--- config.mk ---
export PLATFORM = sky130hd
export DESIGN_NAME = spi_top
export DESIGN_NICKNAME = d
export VERILOG_FILES = /design/src/rtl/spi_pkg.sv /design/src/rtl/spi_sck_gen.sv /design/src/rtl/spi_master.sv /design/src/rtl/spi_slave_buffer.sv /design/src/rtl/spi_top.sv
export SDC_FILE = /design/constraint.sdc
export NUM_CORES = 1
export LEC_CHECK = 0
export BUFFER_PORTS_ARGS = -buffer_cell sky130_fd_sc_hd__clkbuf_2
export CORE_MARGIN = 4
export CORE_UTILIZATION = 38
export CTS_CLUSTER_DIAMETER = 150
export DETAILED_ROUTE_END_ITERATION = 7
export SYNTH_ARGS = -nofsm -noshare
export SYNTH_HDL_FRONTEND = slang
export SYNTH_SLANG_ARGS = --single-unit
--- constraint.sdc ---
create_clock -name rvx_signal_03 -period 3.3 [get_ports rvx_signal_03]
set_clock_uncertainty 0.1 [all_clocks]
set_input_delay 0.33 -clock rvx_signal_03 [delete_from_list [all_inputs] [get_ports rvx_signal_03]]
set_output_delay 0.33 -clock rvx_signal_03 [all_outputs]
set_load 0.01 [all_outputs]
--- src/rtl/spi_pkg.sv ---
// SPI subsystem shared definitions
// Timing constants, host command and response records, master FSM
// states and the power-up image of the slave exchange buffer

package spi_pkg;

	// ************************************************************
	// Timing and sizing
	// ************************************************************

	// System clocks per sck half period
	// Must exceed the three-cycle slave synchronizer delay
	localparam int sck_half = 4;

	// Width of the half-period counters
	localparam int sck_cnt_w = $clog2(sck_half);

	// Slave buffer geometry, pointer wraps at the depth
	localparam int buf_depth = 8;
	localparam int ptr_w = 3;

	// Buffer contents after reset, entry 0 holds 0x11
	localparam logic [buf_depth-1:0][7:0] buf_init = {
		8'h88, 8'h77, 8'h66, 8'h55,
		8'h44, 8'h33, 8'h22, 8'h11
	};

	// ************************************************************
	// Host interface records
	// ************************************************************

	// One byte to send, last releases chip select afterwards
	typedef struct packed {
		logic [7:0] tx;
		logic last;
	} spi_cmd_t;

	// Byte captured from miso during the transfer
	typedef struct packed {
		logic [7:0] rx;
	} spi_rsp_t;

	// Master sequencer states
	typedef enum logic [1:0] {
		st_idle,
		st_setup,
		st_shift,
		st_release
	} master_state_t;

endpackage

--- src/rtl/spi_sck_gen.sv ---
// SPI serial clock generator
// Divides the system clock into sck half periods while run is high
// and flags the cycle in which sck is about to rise or fall

`timescale 1ns/1ps

module spi_sck_gen (
	input  logic rvx_signal_03,
	input  logic csn,
	input  logic run,
	output logic sck,
	output logic rise,
	output logic fall
);

	import spi_pkg::*;

	// Half-period counter
	logic [sck_cnt_w-1:0] cnt;
	// High in the last cycle of a half period
	logic toggle;

	assign toggle = run && (cnt == sck_cnt_w'(sck_half - 1));

	// Edge strobes lead the sck register by one clock
	assign rise = toggle && !sck;
	assign fall = toggle && sck;

	always_ff @(posedge rvx_signal_03 or posedge csn)
	begin
		if (csn)
		begin
			cnt <= '0;
			sck <= 1'b0;
		end
		else if (!run)
		begin
			// Idle level for mode 0 is low
			cnt <= '0;
			sck <= 1'b0;
		end
		else if (toggle)
		begin
			cnt <= '0;
			sck <= ~sck;
		end
		else
		begin
			cnt <= cnt + 1'b1;
		end
	end

	// Edge strobes must be exclusive
	a_rise_fall_excl: assert property (@(posedge rvx_signal_03) disable iff (csn)
		!(rise && fall))
		else $error("sck_gen: rise and fall strobes high together");

endmodule

--- src/rtl/spi_master.sv ---
// SPI mode-0 byte master
// Takes one byte command from the host, frames it with sel_n, shifts it
// out MSB first on mosi and returns the byte captured from miso.
// Chip select is held between bytes unless the command marks the last one

`timescale 1ns/1ps

module spi_master (
	input  logic              rvx_signal_03,
	input  logic              csn,
	input  logic              cmd_valid,
	input  spi_pkg::spi_cmd_t cmd,
	output logic              busy,
	output logic              rsp_valid,
	output spi_pkg::spi_rsp_t rsp,
	output logic              sck,
	output logic              sel_n,
	output logic              mosi,
	input  logic              miso
);

	import spi_pkg::*;

	master_state_t state;

	// sck generator handshake
	logic run;
	logic rise;
	logic fall;

	// Shift registers and bit count
	logic [7:0] tx_sr;
	logic [7:0] rx_sr;
	logic [2:0] bit_cnt;

	// Release chip select after this byte
	logic last_q;
	// Half period counter for the release phase
	logic [sck_cnt_w-1:0] rel_cnt;

	// Command accepted only from idle
	logic accept;
	// Eighth falling edge, byte complete
	logic byte_end;

	assign accept = cmd_valid && (state == st_idle);
	assign byte_end = (state == st_shift) && fall && (bit_cnt == 3'd0);

	// sck runs through the setup half period and the eight bit cells
	assign run = (state == st_setup) || (state == st_shift);
	assign busy = (state != st_idle);

	spi_sck_gen i_sck_gen (
		.rvx_signal_03 (rvx_signal_03),
		.csn           (csn),
		.run           (run),
		.sck           (sck),
		.rise          (rise),
		.fall          (fall)
	);

	// ************************************************************
	// Sequencer
	// ************************************************************

	always_ff @(posedge rvx_signal_03 or posedge csn)
	begin
		if (csn)
		begin
			state <= st_idle;
			sel_n <= 1'b1;
			mosi <= 1'b0;
			bit_cnt <= 3'd7;
			last_q <= 1'b0;
			rel_cnt <= '0;
			rsp_valid <= 1'b0;
		end
		else
		begin
			rsp_valid <= 1'b0;
			case (state)
				st_idle:
				begin
					if (accept)
					begin
						// Select and present the MSB while sck is idle
						state <= st_setup;
						sel_n <= 1'b0;
						mosi <= cmd.tx[7];
						bit_cnt <= 3'd7;
						last_q <= cmd.last;
					end
				end
				st_setup:
				begin
					// First rising edge ends the setup half period
					if (rise)
						state <= st_shift;
				end
				st_shift:
				begin
					if (byte_end)
					begin
						mosi <= 1'b0;
						rel_cnt <= '0;
						if (last_q)
							state <= st_release;
						else
						begin
							// sel_n stays low for the next byte
							state <= st_idle;
							rsp_valid <= 1'b1;
						end
					end
					else if (fall)
					begin
						mosi <= tx_sr[7];
						bit_cnt <= bit_cnt - 1'b1;
					end
				end
				st_release:
				begin
					// Deselect one clock after sck has settled low
					sel_n <= 1'b1;
					if (rel_cnt == sck_cnt_w'(sck_half - 1))
					begin
						state <= st_idle;
						rsp_valid <= 1'b1;
					end
					else
						rel_cnt <= rel_cnt + 1'b1;
				end
				default:
					state <= st_idle;
			endcase
		end
	end

	// ************************************************************
	// Data path
	// ************************************************************

	always_ff @(posedge rvx_signal_03)
	begin
		// Remaining bits queue behind the MSB already on mosi
		if (accept)
			tx_sr <= {cmd.tx[6:0], 1'b0};
		else if (fall && !byte_end)
			tx_sr <= {tx_sr[6:0], 1'b0};
		// miso sampled on each rising edge
		if (rise)
			rx_sr <= {rx_sr[6:0], miso};
		if (byte_end)
			rsp.rx <= rx_sr;
	end

	// Host must wait for busy low before issuing a command
	a_cmd_not_busy: assert property (@(posedge rvx_signal_03) disable iff (csn)
		cmd_valid |-> !busy)
		else $error("spi_master: cmd_valid while busy");

	// Clock pulses only inside a selected frame
	a_sck_selected: assert property (@(posedge rvx_signal_03) disable iff (csn)
		sck |-> !sel_n)
		else $error("spi_master: sck high while deselected");

endmodule

--- src/rtl/spi_slave_buffer.sv ---
// SPI mode-0 exchange buffer slave
// Eight-byte buffer behind a wrapping pointer. Each received byte is
// answered with the byte stored at the pointer, then written in its
// place. All SPI inputs are resynchronized to the system clock

`timescale 1ns/1ps

module spi_slave_buffer (
	input  logic rvx_signal_03,
	input  logic csn,
	input  logic sck,
	input  logic sel_n,
	input  logic mosi,
	output logic miso
);

	import spi_pkg::*;

	// ************************************************************
	// Input synchronizers
	// ************************************************************

	// Two sync stages plus one history stage for edge detection
	logic [2:0] sck_sync;
	logic [1:0] sel_sync;
	logic [1:0] mosi_sync;

	logic sck_rise;
	logic sck_fall;
	logic sel_s;
	logic mosi_s;

	always_ff @(posedge rvx_signal_03 or posedge csn)
	begin
		if (csn)
		begin
			sck_sync <= 3'b000;
			sel_sync <= 2'b11;
			mosi_sync <= 2'b00;
		end
		else
		begin
			sck_sync <= {sck_sync[1:0], sck};
			sel_sync <= {sel_sync[0], sel_n};
			mosi_sync <= {mosi_sync[0], mosi};
		end
	end

	// Same depth on all three, so mosi stays aligned with sck
	assign sel_s = sel_sync[1];
	assign mosi_s = mosi_sync[1];
	assign sck_rise = sck_sync[1] && !sck_sync[2];
	assign sck_fall = !sck_sync[1] && sck_sync[2];

	// ************************************************************
	// Bit framing
	// ************************************************************

	// Buffer storage and pointer
	logic [buf_depth-1:0][7:0] mem;
	logic [ptr_w-1:0] ptr;

	logic [7:0] rx_sr;
	logic [7:0] out_sr;
	// Counts down from 7, zero marks the eighth rising edge
	logic [2:0] bit_cnt;
	// Delay line for the write strobe
	logic [2:0] wr_pipe;
	logic wr_strobe;

	always_ff @(posedge rvx_signal_03 or posedge csn)
	begin
		if (csn)
			bit_cnt <= 3'd7;
		else if (sel_s)
			bit_cnt <= 3'd7;
		else if (sck_rise)
			bit_cnt <= bit_cnt - 1'b1;
	end

	// Write lands three cycles after the eighth rising edge,
	// ahead of the falling edge that reloads the output register
	always_ff @(posedge rvx_signal_03 or posedge csn)
	begin
		if (csn)
			wr_pipe <= 3'b000;
		else
			wr_pipe <= {wr_pipe[1:0], sck_rise && !sel_s && (bit_cnt == 3'd0)};
	end

	assign wr_strobe = wr_pipe[2];

	// Receive side, MSB first
	always_ff @(posedge rvx_signal_03)
	begin
		if (sck_rise)
			rx_sr <= {rx_sr[6:0], mosi_s};
	end

	// Transmit side
	always_ff @(posedge rvx_signal_03)
	begin
		// Track the pointer entry while idle, so the frame starts loaded
		if (sel_s)
			out_sr <= mem[ptr];
		// Byte boundary, counter has wrapped back to 7
		else if (sck_fall && (bit_cnt == 3'd7))
			out_sr <= mem[ptr];
		else if (sck_fall)
			out_sr <= {out_sr[6:0], 1'b0};
	end

	// Quiet low when deselected, no tri-state on chip
	assign miso = !sel_s && out_sr[7];

	// ************************************************************
	// Buffer and pointer
	// ************************************************************

	always_ff @(posedge rvx_signal_03 or posedge csn)
	begin
		if (csn)
		begin
			mem <= buf_init;
			ptr <= '0;
		end
		else if (wr_strobe)
		begin
			mem[ptr] <= rx_sr;
			// Wraps naturally at buf_depth
			ptr <= ptr + 1'b1;
		end
	end

	// Master only toggles sck inside a frame, as seen after sync
	a_no_edge_deselected: assert property (@(posedge rvx_signal_03) disable iff (csn)
		(sck_rise || sck_fall) |-> !sel_s)
		else $error("spi_slave_buffer: sck edge while deselected");

	// Pointer moves one step at a time
	a_ptr_step: assert property (@(posedge rvx_signal_03) disable iff (csn)
		(ptr != $past(ptr)) |-> (ptr == ptr_w'($past(ptr) + 1'b1)))
		else $error("spi_slave_buffer: pointer jumped");

endmodule

--- src/rtl/spi_top.sv ---
// SPI subsystem top
// Byte master driven by host strobes, wired on chip to the
// eight-byte exchange buffer slave

`timescale 1ns/1ps

module spi_top (
	input  logic              rvx_signal_03,
	input  logic              csn,
	input  logic              cmd_valid,
	input  spi_pkg::spi_cmd_t cmd,
	output logic              busy,
	output logic              rsp_valid,
	output spi_pkg::spi_rsp_t rsp
);

	// SPI wires between master and slave
	logic sck;
	logic sel_n;
	logic mosi;
	logic miso;

	spi_master i_master (
		.rvx_signal_03 (rvx_signal_03),
		.csn           (csn),
		.cmd_valid     (cmd_valid),
		.cmd           (cmd),
		.busy          (busy),
		.rsp_valid     (rsp_valid),
		.rsp           (rsp),
		.sck           (sck),
		.sel_n         (sel_n),
		.mosi          (mosi),
		.miso          (miso)
	);

	spi_slave_buffer i_slave (
		.rvx_signal_03 (rvx_signal_03),
		.csn           (csn),
		.sck           (sck),
		.sel_n         (sel_n),
		.mosi          (mosi),
		.miso          (miso)
	);

endmodule

==> results.yml, run 1 <==
status:
  run_status: "finished, final reports clean"
sta:
  period_needed_ns: 2.389
  grt_setup_unrepaired: "false"
  setup_tns_ns: 0
  setup-violations-final: 0
  final.setup.worst_slack_ns: 0.9106
  timing_max_transition_violations_final: 0
  fmaxAchievable_mhz: 418.5
  slew-limit-headroom: 0.3732
  worstMarginPinSlew_ns: 0.9402
  hold_viol_final: 0
  final.period_utilization: 0.7241
  worst_hold_slack_ns: 0.05283
global_routing:
  grt.total_usage: 0.1309
  number_of_global_route_vias_before_repair: 3320
  grt_antenna_before_repair: 0
  grt.overflow.total: 0
  wire_length_of_the_first_global_routing_pass_um: 17570
  maximum_number_of_pins_on_one_net_before_global_route_repair: 50
floorplanning:
  std_cell_rows: 44
  die_h_um: 131.4
  fp.dieW_um: 131.4
  fp.dieArea_sq_um: 17270
  initial_utilization: 0.3938
  top_level_ports: 22
  fp.coreArea_sq_um: 14700
clock_network:
  cts_buffers: 17
  post_cts.resized_instances: 0
  sink_count: 133
  cts.reportedPaths.clkPinSlew_ns: 0.06
  cts-root-to-sink-buffers: 2
  cts_root_buffer: "sky130_fd_sc_hd__clkbuf_16"
  cts-htree-levels: 4
  later_pin_clock_latency_in_the_skew_report_ns: 0.42
  cts_tree: "yes"
logic_synthesis:
  yosysMostFrequentCell: "sky130_fd_sc_hd__mux2_2"
  post_synthesis_cell_area_sq_um: 5788
  mappedNetlistNets: 392
  ys_seq_elements: 133
  area_fraction_of_the_dominant_cell_type_after_synthesis: 0.2551
  synth_seq_area_share: 0.6163
  synth_top_cells_by_area: "sky130_fd_sc_hd__dfrtp_1, sky130_fd_sc_hd__edfxtp_1, sky130_fd_sc_hd__dfstp_2"
  post_syn_instances: 367
  ys_types: 55
  synth_flop_cell: "sky130_fd_sc_hd__dfrtp_1"
  yosys-top-cells-count: "sky130_fd_sc_hd__mux2_2, sky130_fd_sc_hd__dfrtp_1, sky130_fd_sc_hd__edfxtp_1, sky130_fd_sc_hd__dfstp_2"
  postSynth.asyncResetShare: 0.7068
  yosysWarningCount: 0
  synth.largest_area_cell: "sky130_fd_sc_hd__dfrtp_1"
  synth.avg_cell_area_sq_um: 15.77
  synth_enable_flop_cells: 39
layout:
  design_area_sq_um: 6660
  fraction_of_final_layout_cells_sized_beyond_drive_strength_1: 0.4602
  post_layout_nonfiller_instances: 599
  area_growth_syn_to_layout_pct: 15.07
  fillerInstances: 1289
  multi_input_comb_area_sq_um: 2074
  diodes: 0
  final_net_count: 427
  regArea_sq_um: 3567
worst_setup_path:
  critPathKind: "register to register"
  startpoint_class: "register"
  critical_path.max_fanout: 19
  critPathCaptureType: "register"
  required_ns: 3.36
  worst_ep_arrival_time_ns: 2.45
placed_design:
  buffer_ports.inserted: 21
  place_congestion: 0.7919
  hpwl_um: 6878
  pre_cts_ws_ns: 0.9053
  place_inst: 566
  dpl-instance-area_sq_um: 6100
detailed_routing:
  detail_route.wl_per_cell_um: 17.86
  route.detailed.vias_per_inst: 5.157
  dr.pass1.iters: 4
  drt-initial-drc-count: 220
  vias: 3089
  totalWireLength_um: 10700
  drt_drc_violations_left: 0
  drt.antenna.violating_nets: 0
pwr:
  power.ir.vdd_worst_mv: 0.3472
  power.density_cell_area_nw_per_um2: 693.9
  static-leakage-power_nw: 2.883
flow_run:
  max_cap_violations: 0
min_path:
  worstHoldPathType: "input pin to register"
metal layers:
| layer | wire length (um) | track usage | up-vias |
|---|---|---|---|
| met5 | 0 | 0 | - |
| met3 | 253 | 0.03555 | 14 |
| li1 | - | - | 1447 |
| met2 | 5052 | 0.2023 | 38 |
| met4 | 244 | 0.06126 | 0 |
| met1 | 5149 | 0.1725 | 1590 |
timing repair:
action | CTS | global route
endpoints found under the hold margin | 28 | 0
hold buffers | 1 | 0
buffers inserted | 0 | 0
flip-flops by register name, summed over array words and instances (netlist names), 3 cells and up:
register          flops
i_master.bit_cnt      3
i_master.rsp          8
i_master.rx_sr        8
i_master.tx_sr        7
i_slave.bit_cnt       3
i_slave.mem          64
i_slave.out_sr        8
i_slave.ptr           3
i_slave.rx_sr         8
i_slave.sck_sync      3
i_slave.wr_pipe       3
logic make-up after synthesis:
family / count (synthesis) / share of synthesized area
compound gates: 36 / 0.04518
flops: 133 / 0.6163
xor+xnor: 4 / 0.006054
mux: 98 / 0.2155
fa+ha+maj: 13 / 0.02810
buf+inv: 27 / 0.02529
simple gates: 56 / 0.06356
where the power goes:
group          leakage [nW]  internal (mW)  switching (mW)
clock                 0.262           1.09           0.669
combinational          1.09          0.285           0.405
sequential             1.53           2.01           0.157
per-stage QoR:
stage	util	power [mW]
after floorplan	-	2.653
after global placement	0.4150	2.872
after detailed placement	0.4150	2.892
after CTS	0.4531	4.679
after global routing	0.4531	4.850
final	0.4531	4.622
path summary, 6_finish.rpt:
path | cells after the start | slack [ns] | end | startpoint
worst min-delay path | 2 | 0.05 | i_master.last_q | cmd[0]
min in group asynchronous | 3 | 0.51 | i_slave.mem[8] | csn
worst max register to register | 4 | 0.91 | i_slave.out_sr[4] | i_slave.ptr[1]
max in group asynchronous | 4 | 1.82 | i_slave.mem[34] | csn
worst max-delay path | 4 | 0.91 | i_slave.out_sr[4] | i_slave.ptr[1]
worst min register to register | 0 | 0.25 | i_slave.wr_pipe[1] | i_slave.wr_pipe[0]
critical path, stage by stage (launching register included):
cell and delay [ns]:
sky130_fd_sc_hd__dfrtp_1 0.96, sky130_fd_sc_hd__buf_4 0.32, sky130_fd_sc_hd__mux4_2 0.52, sky130_fd_sc_hd__mux2i_1 0.13, sky130_fd_sc_hd__o21ai_0 0.10
final cells by class:
| class | count | share of cell area |
|---|---|---|
| inverters | 13 | 0.007515 |
| well taps | 184 | 0.03457 |
| flip-flops and latches | 133 | 0.5356 |
| clock inverters | 12 | 0.01710 |
| clock buffers | 20 | 0.06556 |
| multi-input cells | 207 | 0.3115 |
| repair buffers | 30 | 0.02818 |
layout by cell type, fill, tap and decap left out, types with 3 or more instances in the layout:
cell,instances
sky130_fd_sc_hd__clkinv_1,3
sky130_fd_sc_hd__buf_4,7
sky130_fd_sc_hd__a221oi_1,3
sky130_fd_sc_hd__nor2_1,7
sky130_fd_sc_hd__o21ai_0,8
sky130_fd_sc_hd__clkinvlp_4,3
sky130_fd_sc_hd__clkbuf_1,3
sky130_fd_sc_hd__nor2b_1,5
sky130_fd_sc_hd__nand2_1,12
sky130_fd_sc_hd__a21oi_1,3
sky130_fd_sc_hd__nor3_1,3
sky130_fd_sc_hd__ha_1,13
sky130_fd_sc_hd__dfrtp_1,59
sky130_fd_sc_hd__o31ai_1,3
sky130_fd_sc_hd__clkbuf_2,21
sky130_fd_sc_hd__inv_1,12
sky130_fd_sc_hd__nand2b_1,5
sky130_fd_sc_hd__mux2i_1,8
sky130_fd_sc_hd__mux4_2,11
sky130_fd_sc_hd__edfxtp_1,39
sky130_fd_sc_hd__mux2_2,77
sky130_fd_sc_hd__and3_1,4
sky130_fd_sc_hd__clkinv_2,5
sky130_fd_sc_hd__clkbuf_16,17
sky130_fd_sc_hd__dfstp_2,35
Note: power is estimated with default switching activity, not from simulation.
==> inputs of run 2 (changes only) <==
==> constraint.sdc (replaced) <==
create_clock -name rvx_signal_03 -period 2.3 [get_ports rvx_signal_03]
set_clock_uncertainty 0.1 [all_clocks]
set_input_delay 0.23 -clock rvx_signal_03 [delete_from_list [all_inputs] [get_ports rvx_signal_03]]
set_output_delay 0.23 -clock rvx_signal_03 [all_outputs]
set_load 0.01 [all_outputs]
==> results.yml, run 2 (synthesis results as in run 1) <==
worst_setup_path:
  startpoint_class: "register"
  required_ns: 2.25
  critical_path.max_fanout: 7
  critPathCaptureType: "register"
  critPathKind: "register to register"
  worst_ep_arrival_time_ns: 2.10
min_path:
  worstHoldPathType: "input pin to register"
pwr:
  power.density_cell_area_nw_per_um2: 976.3
  power.ir.vdd_worst_mv: 0.5002
  static-leakage-power_nw: 2.932
global_routing:
  grt_antenna_before_repair: 0
  grt.total_usage: 0.1322
  number_of_global_route_vias_before_repair: 3225
  grt.overflow.total: 0
  wire_length_of_the_first_global_routing_pass_um: 17760
  maximum_number_of_pins_on_one_net_before_global_route_repair: 70
layout:
  final_net_count: 436
  fraction_of_final_layout_cells_sized_beyond_drive_strength_1: 0.4835
  diodes: 0
  largest_register: "i_slave.mem"
  largest_register_ffs: 64
  most_common_library_cell_in_the_layout_ignoring_fill_and_taps: "sky130_fd_sc_hd__mux2_2"
  area_growth_syn_to_layout_pct: 16.71
  most-common-layout-cells: "sky130_fd_sc_hd__mux2_2, sky130_fd_sc_hd__dfrtp_1, sky130_fd_sc_hd__edfxtp_1"
sta:
  timing_max_transition_violations_final: 0
  worst_hold_slack_ns: 0.02119
  period_needed_ns: 2.155
  final.period_utilization: 0.9369
  slew-limit-headroom: 0.5689
  setup_tns_ns: 0
  grt_setup_unrepaired: "true"
  fmaxAchievable_mhz: 464.1
  final.setup.worst_slack_ns: 0.1452
  hold_viol_final: 0
  worstMarginPinSlew_ns: 0.6446
  setup-violations-final: 0
floorplanning:
  fp.coreArea_sq_um: 14700
  fp.dieW_um: 131.4
  fp.dieArea_sq_um: 17270
  initial_utilization: 0.3938
  die_h_um: 131.4
  top_level_ports: 22
  std_cell_rows: 44
detailed_routing:
  dr.pass1.iters: 4
  detail_route.wl_per_cell_um: 17.68
  vias: 3149
  totalWireLength_um: 10750
  drt-initial-drc-count: 148
  drt.antenna.violating_nets: 0
  route.detailed.vias_per_inst: 5.179
  drt_drc_violations_left: 0
clock_network:
  cts-htree-levels: 4
  later_pin_clock_latency_in_the_skew_report_ns: 0.41
  cts_buffers: 17
  cts.reportedPaths.clkPinSlew_ns: 0.06
  cts_root_buffer: "sky130_fd_sc_hd__clkbuf_16"
  cts-root-to-sink-buffers: 2
  post_cts.resized_instances: 0
  cts_tree: "yes"
  sink_count: 133
placed_design:
  place_congestion: 0.8144
  hpwl_um: 6946
  buffer_ports.inserted: 21
  pre_cts_ws_ns: 0.1307
status:
  run_status: "finished, final reports clean"
flow_run:
  max_cap_violations: 0
==> run 2: stage by stage <==
step / instance area, sq um / utilization / power, mW / std cells
floorplan: 5794 / - / 3.809 / 367
global placement: 6177 / 0.4202 / 4.085 / 574
detailed placement: 6177 / 0.4202 / 4.127 / 574
CTS: 6755 / 0.4596 / 6.674 / 608
global route: 6755 / 0.4596 / 6.937 / 608
finish: 6755 / 0.4596 / 6.595 / 608
==> run 2: final timing paths <==
kind | startpoint | end | slack, ns | cells past startpoint
setup / recovery | i_master.state[0] | i_master.tx_sr[6] | 0.15 | 6
hold / removal | cmd[5] | i_master.tx_sr[5] | 0.02 | 2
setup reg to reg | i_master.state[0] | i_master.tx_sr[6] | 0.15 | 6
hold reg to reg | i_slave.mosi_sync[0] | i_slave.mosi_sync[1] | 0.24 | 0
max in group asynchronous | csn | i_slave.mem[41] | 1.40 | 4
min in group asynchronous | csn | i_slave.mem[6] | 0.37 | 4
==> run 2: worst max-delay path, cell delays in order, from the launching register on <==
cell and delay (ns):
sky130_fd_sc_hd__dfrtp_1 0.38, sky130_fd_sc_hd__inv_1 0.11, sky130_fd_sc_hd__ha_1 0.37, sky130_fd_sc_hd__nand3_2 0.15, sky130_fd_sc_hd__or2_1 0.15, sky130_fd_sc_hd__nor2_2 0.05, sky130_fd_sc_hd__o21ai_1 0.47
==> run 2: cell type report <==
type / count / area [sq um]
Fill cell: 1283 / 7944
Sequential cell: 133 / 3567
Multi-Input combinational cell: 207 / 2077
Clock buffer: 17 / 425.4
Timing Repair Buffer: 39 / 270.3
Tap cell: 184 / 230.2
Clock inverter: 15 / 132.6
Inverter: 13 / 52.55
==> run 2: what timing repair did <==
item / CTS / global route
endpoints found under the setup margin: 0 / 8
hold buffers: 2 / 0
hold endpoints to repair: 60 / 0
setup buffers: 0 / 0
==> run 2: power breakdown <==
| group | internal, mW | switching, mW |
|---|---|---|
| Combinational | 0.414 | 0.567 |
| Sequential | 2.88 | 0.226 |
| Clock | 1.49 | 1.02 |
| Total | 4.78 | 1.81 |
==> run 2: routing by layer <==
metal / part of all wire / track usage / vias to the layer above / wire length, um
met4: 0.016 / 0.04726 / 0 / 173
met3: 0.024 / 0.03861 / 15 / 257
li1: - / - / 1461 / -
met2: 0.48 / 0.2100 / 32 / 5196
met1: 0.48 / 0.1739 / 1641 / 5121
met5: 0 / 0 / - / 0
==> inputs of run 3 (changes only) <==
--- a/config.mk
+++ b/config.mk
@@ -10,6 +10,7 @@
 export CORE_UTILIZATION = 38
 export CTS_CLUSTER_DIAMETER = 150
 export DETAILED_ROUTE_END_ITERATION = 7
+export HOLD_SLACK_MARGIN = 0.05
 export SYNTH_ARGS = -nofsm -noshare
 export SYNTH_HDL_FRONTEND = slang
 export SYNTH_SLANG_ARGS = --single-unit
==> results.yml, run 3 (synthesis results as in run 1) <==
layout:
  largest_register_ffs: 64
  final_net_count: 444
  fillerInstances: 1276
  largest_register: "i_slave.mem"
  most_common_library_cell_in_the_layout_ignoring_fill_and_taps: "sky130_fd_sc_hd__mux2_2"
  diodes: 0
  fraction_of_final_layout_cells_sized_beyond_drive_strength_1: 0.4745
  area_growth_syn_to_layout_pct: 18.09
  most-common-layout-cells: "sky130_fd_sc_hd__mux2_2, sky130_fd_sc_hd__dfrtp_1, sky130_fd_sc_hd__edfxtp_1"
  multi_input_comb_area_sq_um: 2077
  regArea_sq_um: 3567
sta:
  setup-violations-final: 0
  timing_max_transition_violations_final: 0
  slew-limit-headroom: 0.5643
  period_needed_ns: 2.164
  grt_setup_unrepaired: "true"
  final.setup.worst_slack_ns: 0.1364
  worstMarginPinSlew_ns: 0.6514
  hold_viol_final: 0
  fmaxAchievable_mhz: 462.2
  final.period_utilization: 0.9407
  worst_hold_slack_ns: 0.07159
clock_network:
  cts_buffers: 17
  later_pin_clock_latency_in_the_skew_report_ns: 0.42
  sink_count: 133
  cts-root-to-sink-buffers: 2
  cts_root_buffer: "sky130_fd_sc_hd__clkbuf_16"
  cts_tree: "yes"
  cts.reportedPaths.clkPinSlew_ns: 0.06
  cts-htree-levels: 4
  post_cts.resized_instances: 0
placed_design:
  buffer_ports.inserted: 21
  pre_cts_ws_ns: 0.1307
  place_congestion: 0.8144
  hpwl_um: 6946
detailed_routing:
  drt-initial-drc-count: 152
  route.detailed.vias_per_inst: 5.131
  totalWireLength_um: 10890
  dr.pass1.iters: 4
  topRoutingLayerUsed: "met4"
  met2_length_um: 5341
  drt_drc_violations_left: 0
  vias: 3161
  routed-wl-met3_um: 298
  drt.antenna.violating_nets: 0
  drt-met1-wl_um: 5084
  detail_route.wl_per_cell_um: 17.67
min_path:
  worstHoldPathType: "input pin to register"
  hold_depth: 2
  timing.hold.worst.start: "cmd_valid"
  worst_hold_path.endpoint: "i_master.tx_sr[1]"
worst_setup_path:
  critPathKind: "register to register"
  required_ns: 2.25
  critical_path.reg2reg.endpoint: "i_master.tx_sr[6]"
  critical_path.max_fanout: 7
  critPathCaptureType: "register"
  reg2reg_setup_slack_ns: 0.14
  cpMaxStageDelayCell: "sky130_fd_sc_hd__o21ai_1"
  worst_r2r_path_depth: 6
  cp_cell_sequence: "inv_1 > ha_1 > nand3_2 > or2_1 > nor2_2 > o21ai_1"
  cp.buffers_inverters: 1
  worst_ep_arrival_time_ns: 2.11
  worst_path_dominant_cell_family: "compound AO/OA/AOI/OAI gates"
  cpPeakStageDelay_ns: 0.48
  startpoint_class: "register"
  rr_startpoint: "i_master.state[0]"
global_routing:
  grt.overflow.total: 0
  maximum_number_of_pins_on_one_net_before_global_route_repair: 70
  grt_antenna_before_repair: 0
  grt.total_usage: 0.1337
  number_of_global_route_vias_before_repair: 3280
  wire_length_of_the_first_global_routing_pass_um: 17970
floorplanning:
  fp.coreArea_sq_um: 14700
  fp.dieArea_sq_um: 17270
  fp.dieW_um: 131.4
  top_level_ports: 22
  die_h_um: 131.4
  std_cell_rows: 44
  initial_utilization: 0.3938
pwr:
  power.ir.vdd_worst_mv: 0.5050
  power.density_cell_area_nw_per_um2: 967.2
  static-leakage-power_nw: 2.965
status:
  run_status: "finished, final reports clean"
flow_run:
  max_cap_violations: 0
## run 3: worst reg2reg max path, cell delays in order, from the launching register on
cell and delay, ns:
sky130_fd_sc_hd__dfrtp_1 0.38, sky130_fd_sc_hd__inv_1 0.11, sky130_fd_sc_hd__ha_1 0.37, sky130_fd_sc_hd__nand3_2 0.15, sky130_fd_sc_hd__or2_1 0.15, sky130_fd_sc_hd__nor2_2 0.05
sky130_fd_sc_hd__o21ai_1 0.48
## run 3: stage by stage
stage	std cells	total power, mW	utilization	setup TNS (ns)	cell area, sq um
2_1_floorplan	367	3.809	-	0	5794
3_3_place_gp	574	4.085	0.4202	0	6177
3_5_place_dp	574	4.127	0.4202	0	6177
4_1_cts	616	6.685	0.4650	0	6835
5_1_grt	616	6.949	0.4650	-0.2122	6835
6_report	616	6.611	0.4650	0	6835
## run 3: how the worst max path moves through the flow
| stage | endpoint | startpoint | depth (start not counted) | slack [ns] |
|---|---|---|---|---|
| 5_1_grt | i_master.tx_sr[6] | i_master.state[0] | 6 | -0.03 |
| 3_5_place_dp | i_master.tx_sr[7] | i_master.state[0] | 6 | 0.13 |
| 2_1_floorplan | i_master.tx_sr[1] | i_master.state[1] | 7 | 0.10 |
| 4_1_cts | i_master.tx_sr[6] | i_master.state[0] | 6 | 0.11 |
| 6_report | i_master.tx_sr[6] | i_master.state[0] | 6 | 0.14 |
| 3_3_place_gp | i_master.tx_sr[5] | i_master.state[0] | 6 | 0.22 |
## run 3: metal layers
metal | track usage | up-vias
li1 | - | 1479
met1 | 0.1751 | 1637
met2 | 0.2140 | 31
met3 | 0.03823 | 14
met4 | 0.04726 | 0
met5 | 0 | -
## run 3: power by group
group / switching (mW) / total, mW / internal [mW]
Sequential: 0.223 / 3.11 / 2.88
Clock: 1.02 / 2.51 / 1.49
Combinational: 0.572 / 0.994 / 0.423
Total: 1.82 / 6.61 / 4.79
## run 3: area by class of cell
type | instances | share of cell area
Inverter | 13 | 0.007688
Sequential cell | 133 | 0.5219
Clock inverter | 15 | 0.01940
Tap cell | 184 | 0.03368
Multi-Input combinational cell | 207 | 0.3039
Timing Repair Buffer | 47 | 0.05125
Clock buffer | 17 | 0.06224
## run 3: what timing repair did
item | in CTS | in global routing
setup buffers | 0 | 0
hold endpoints to repair | 68 | 0
endpoints found under the setup margin | 0 | 8
hold buffers | 10 | 0
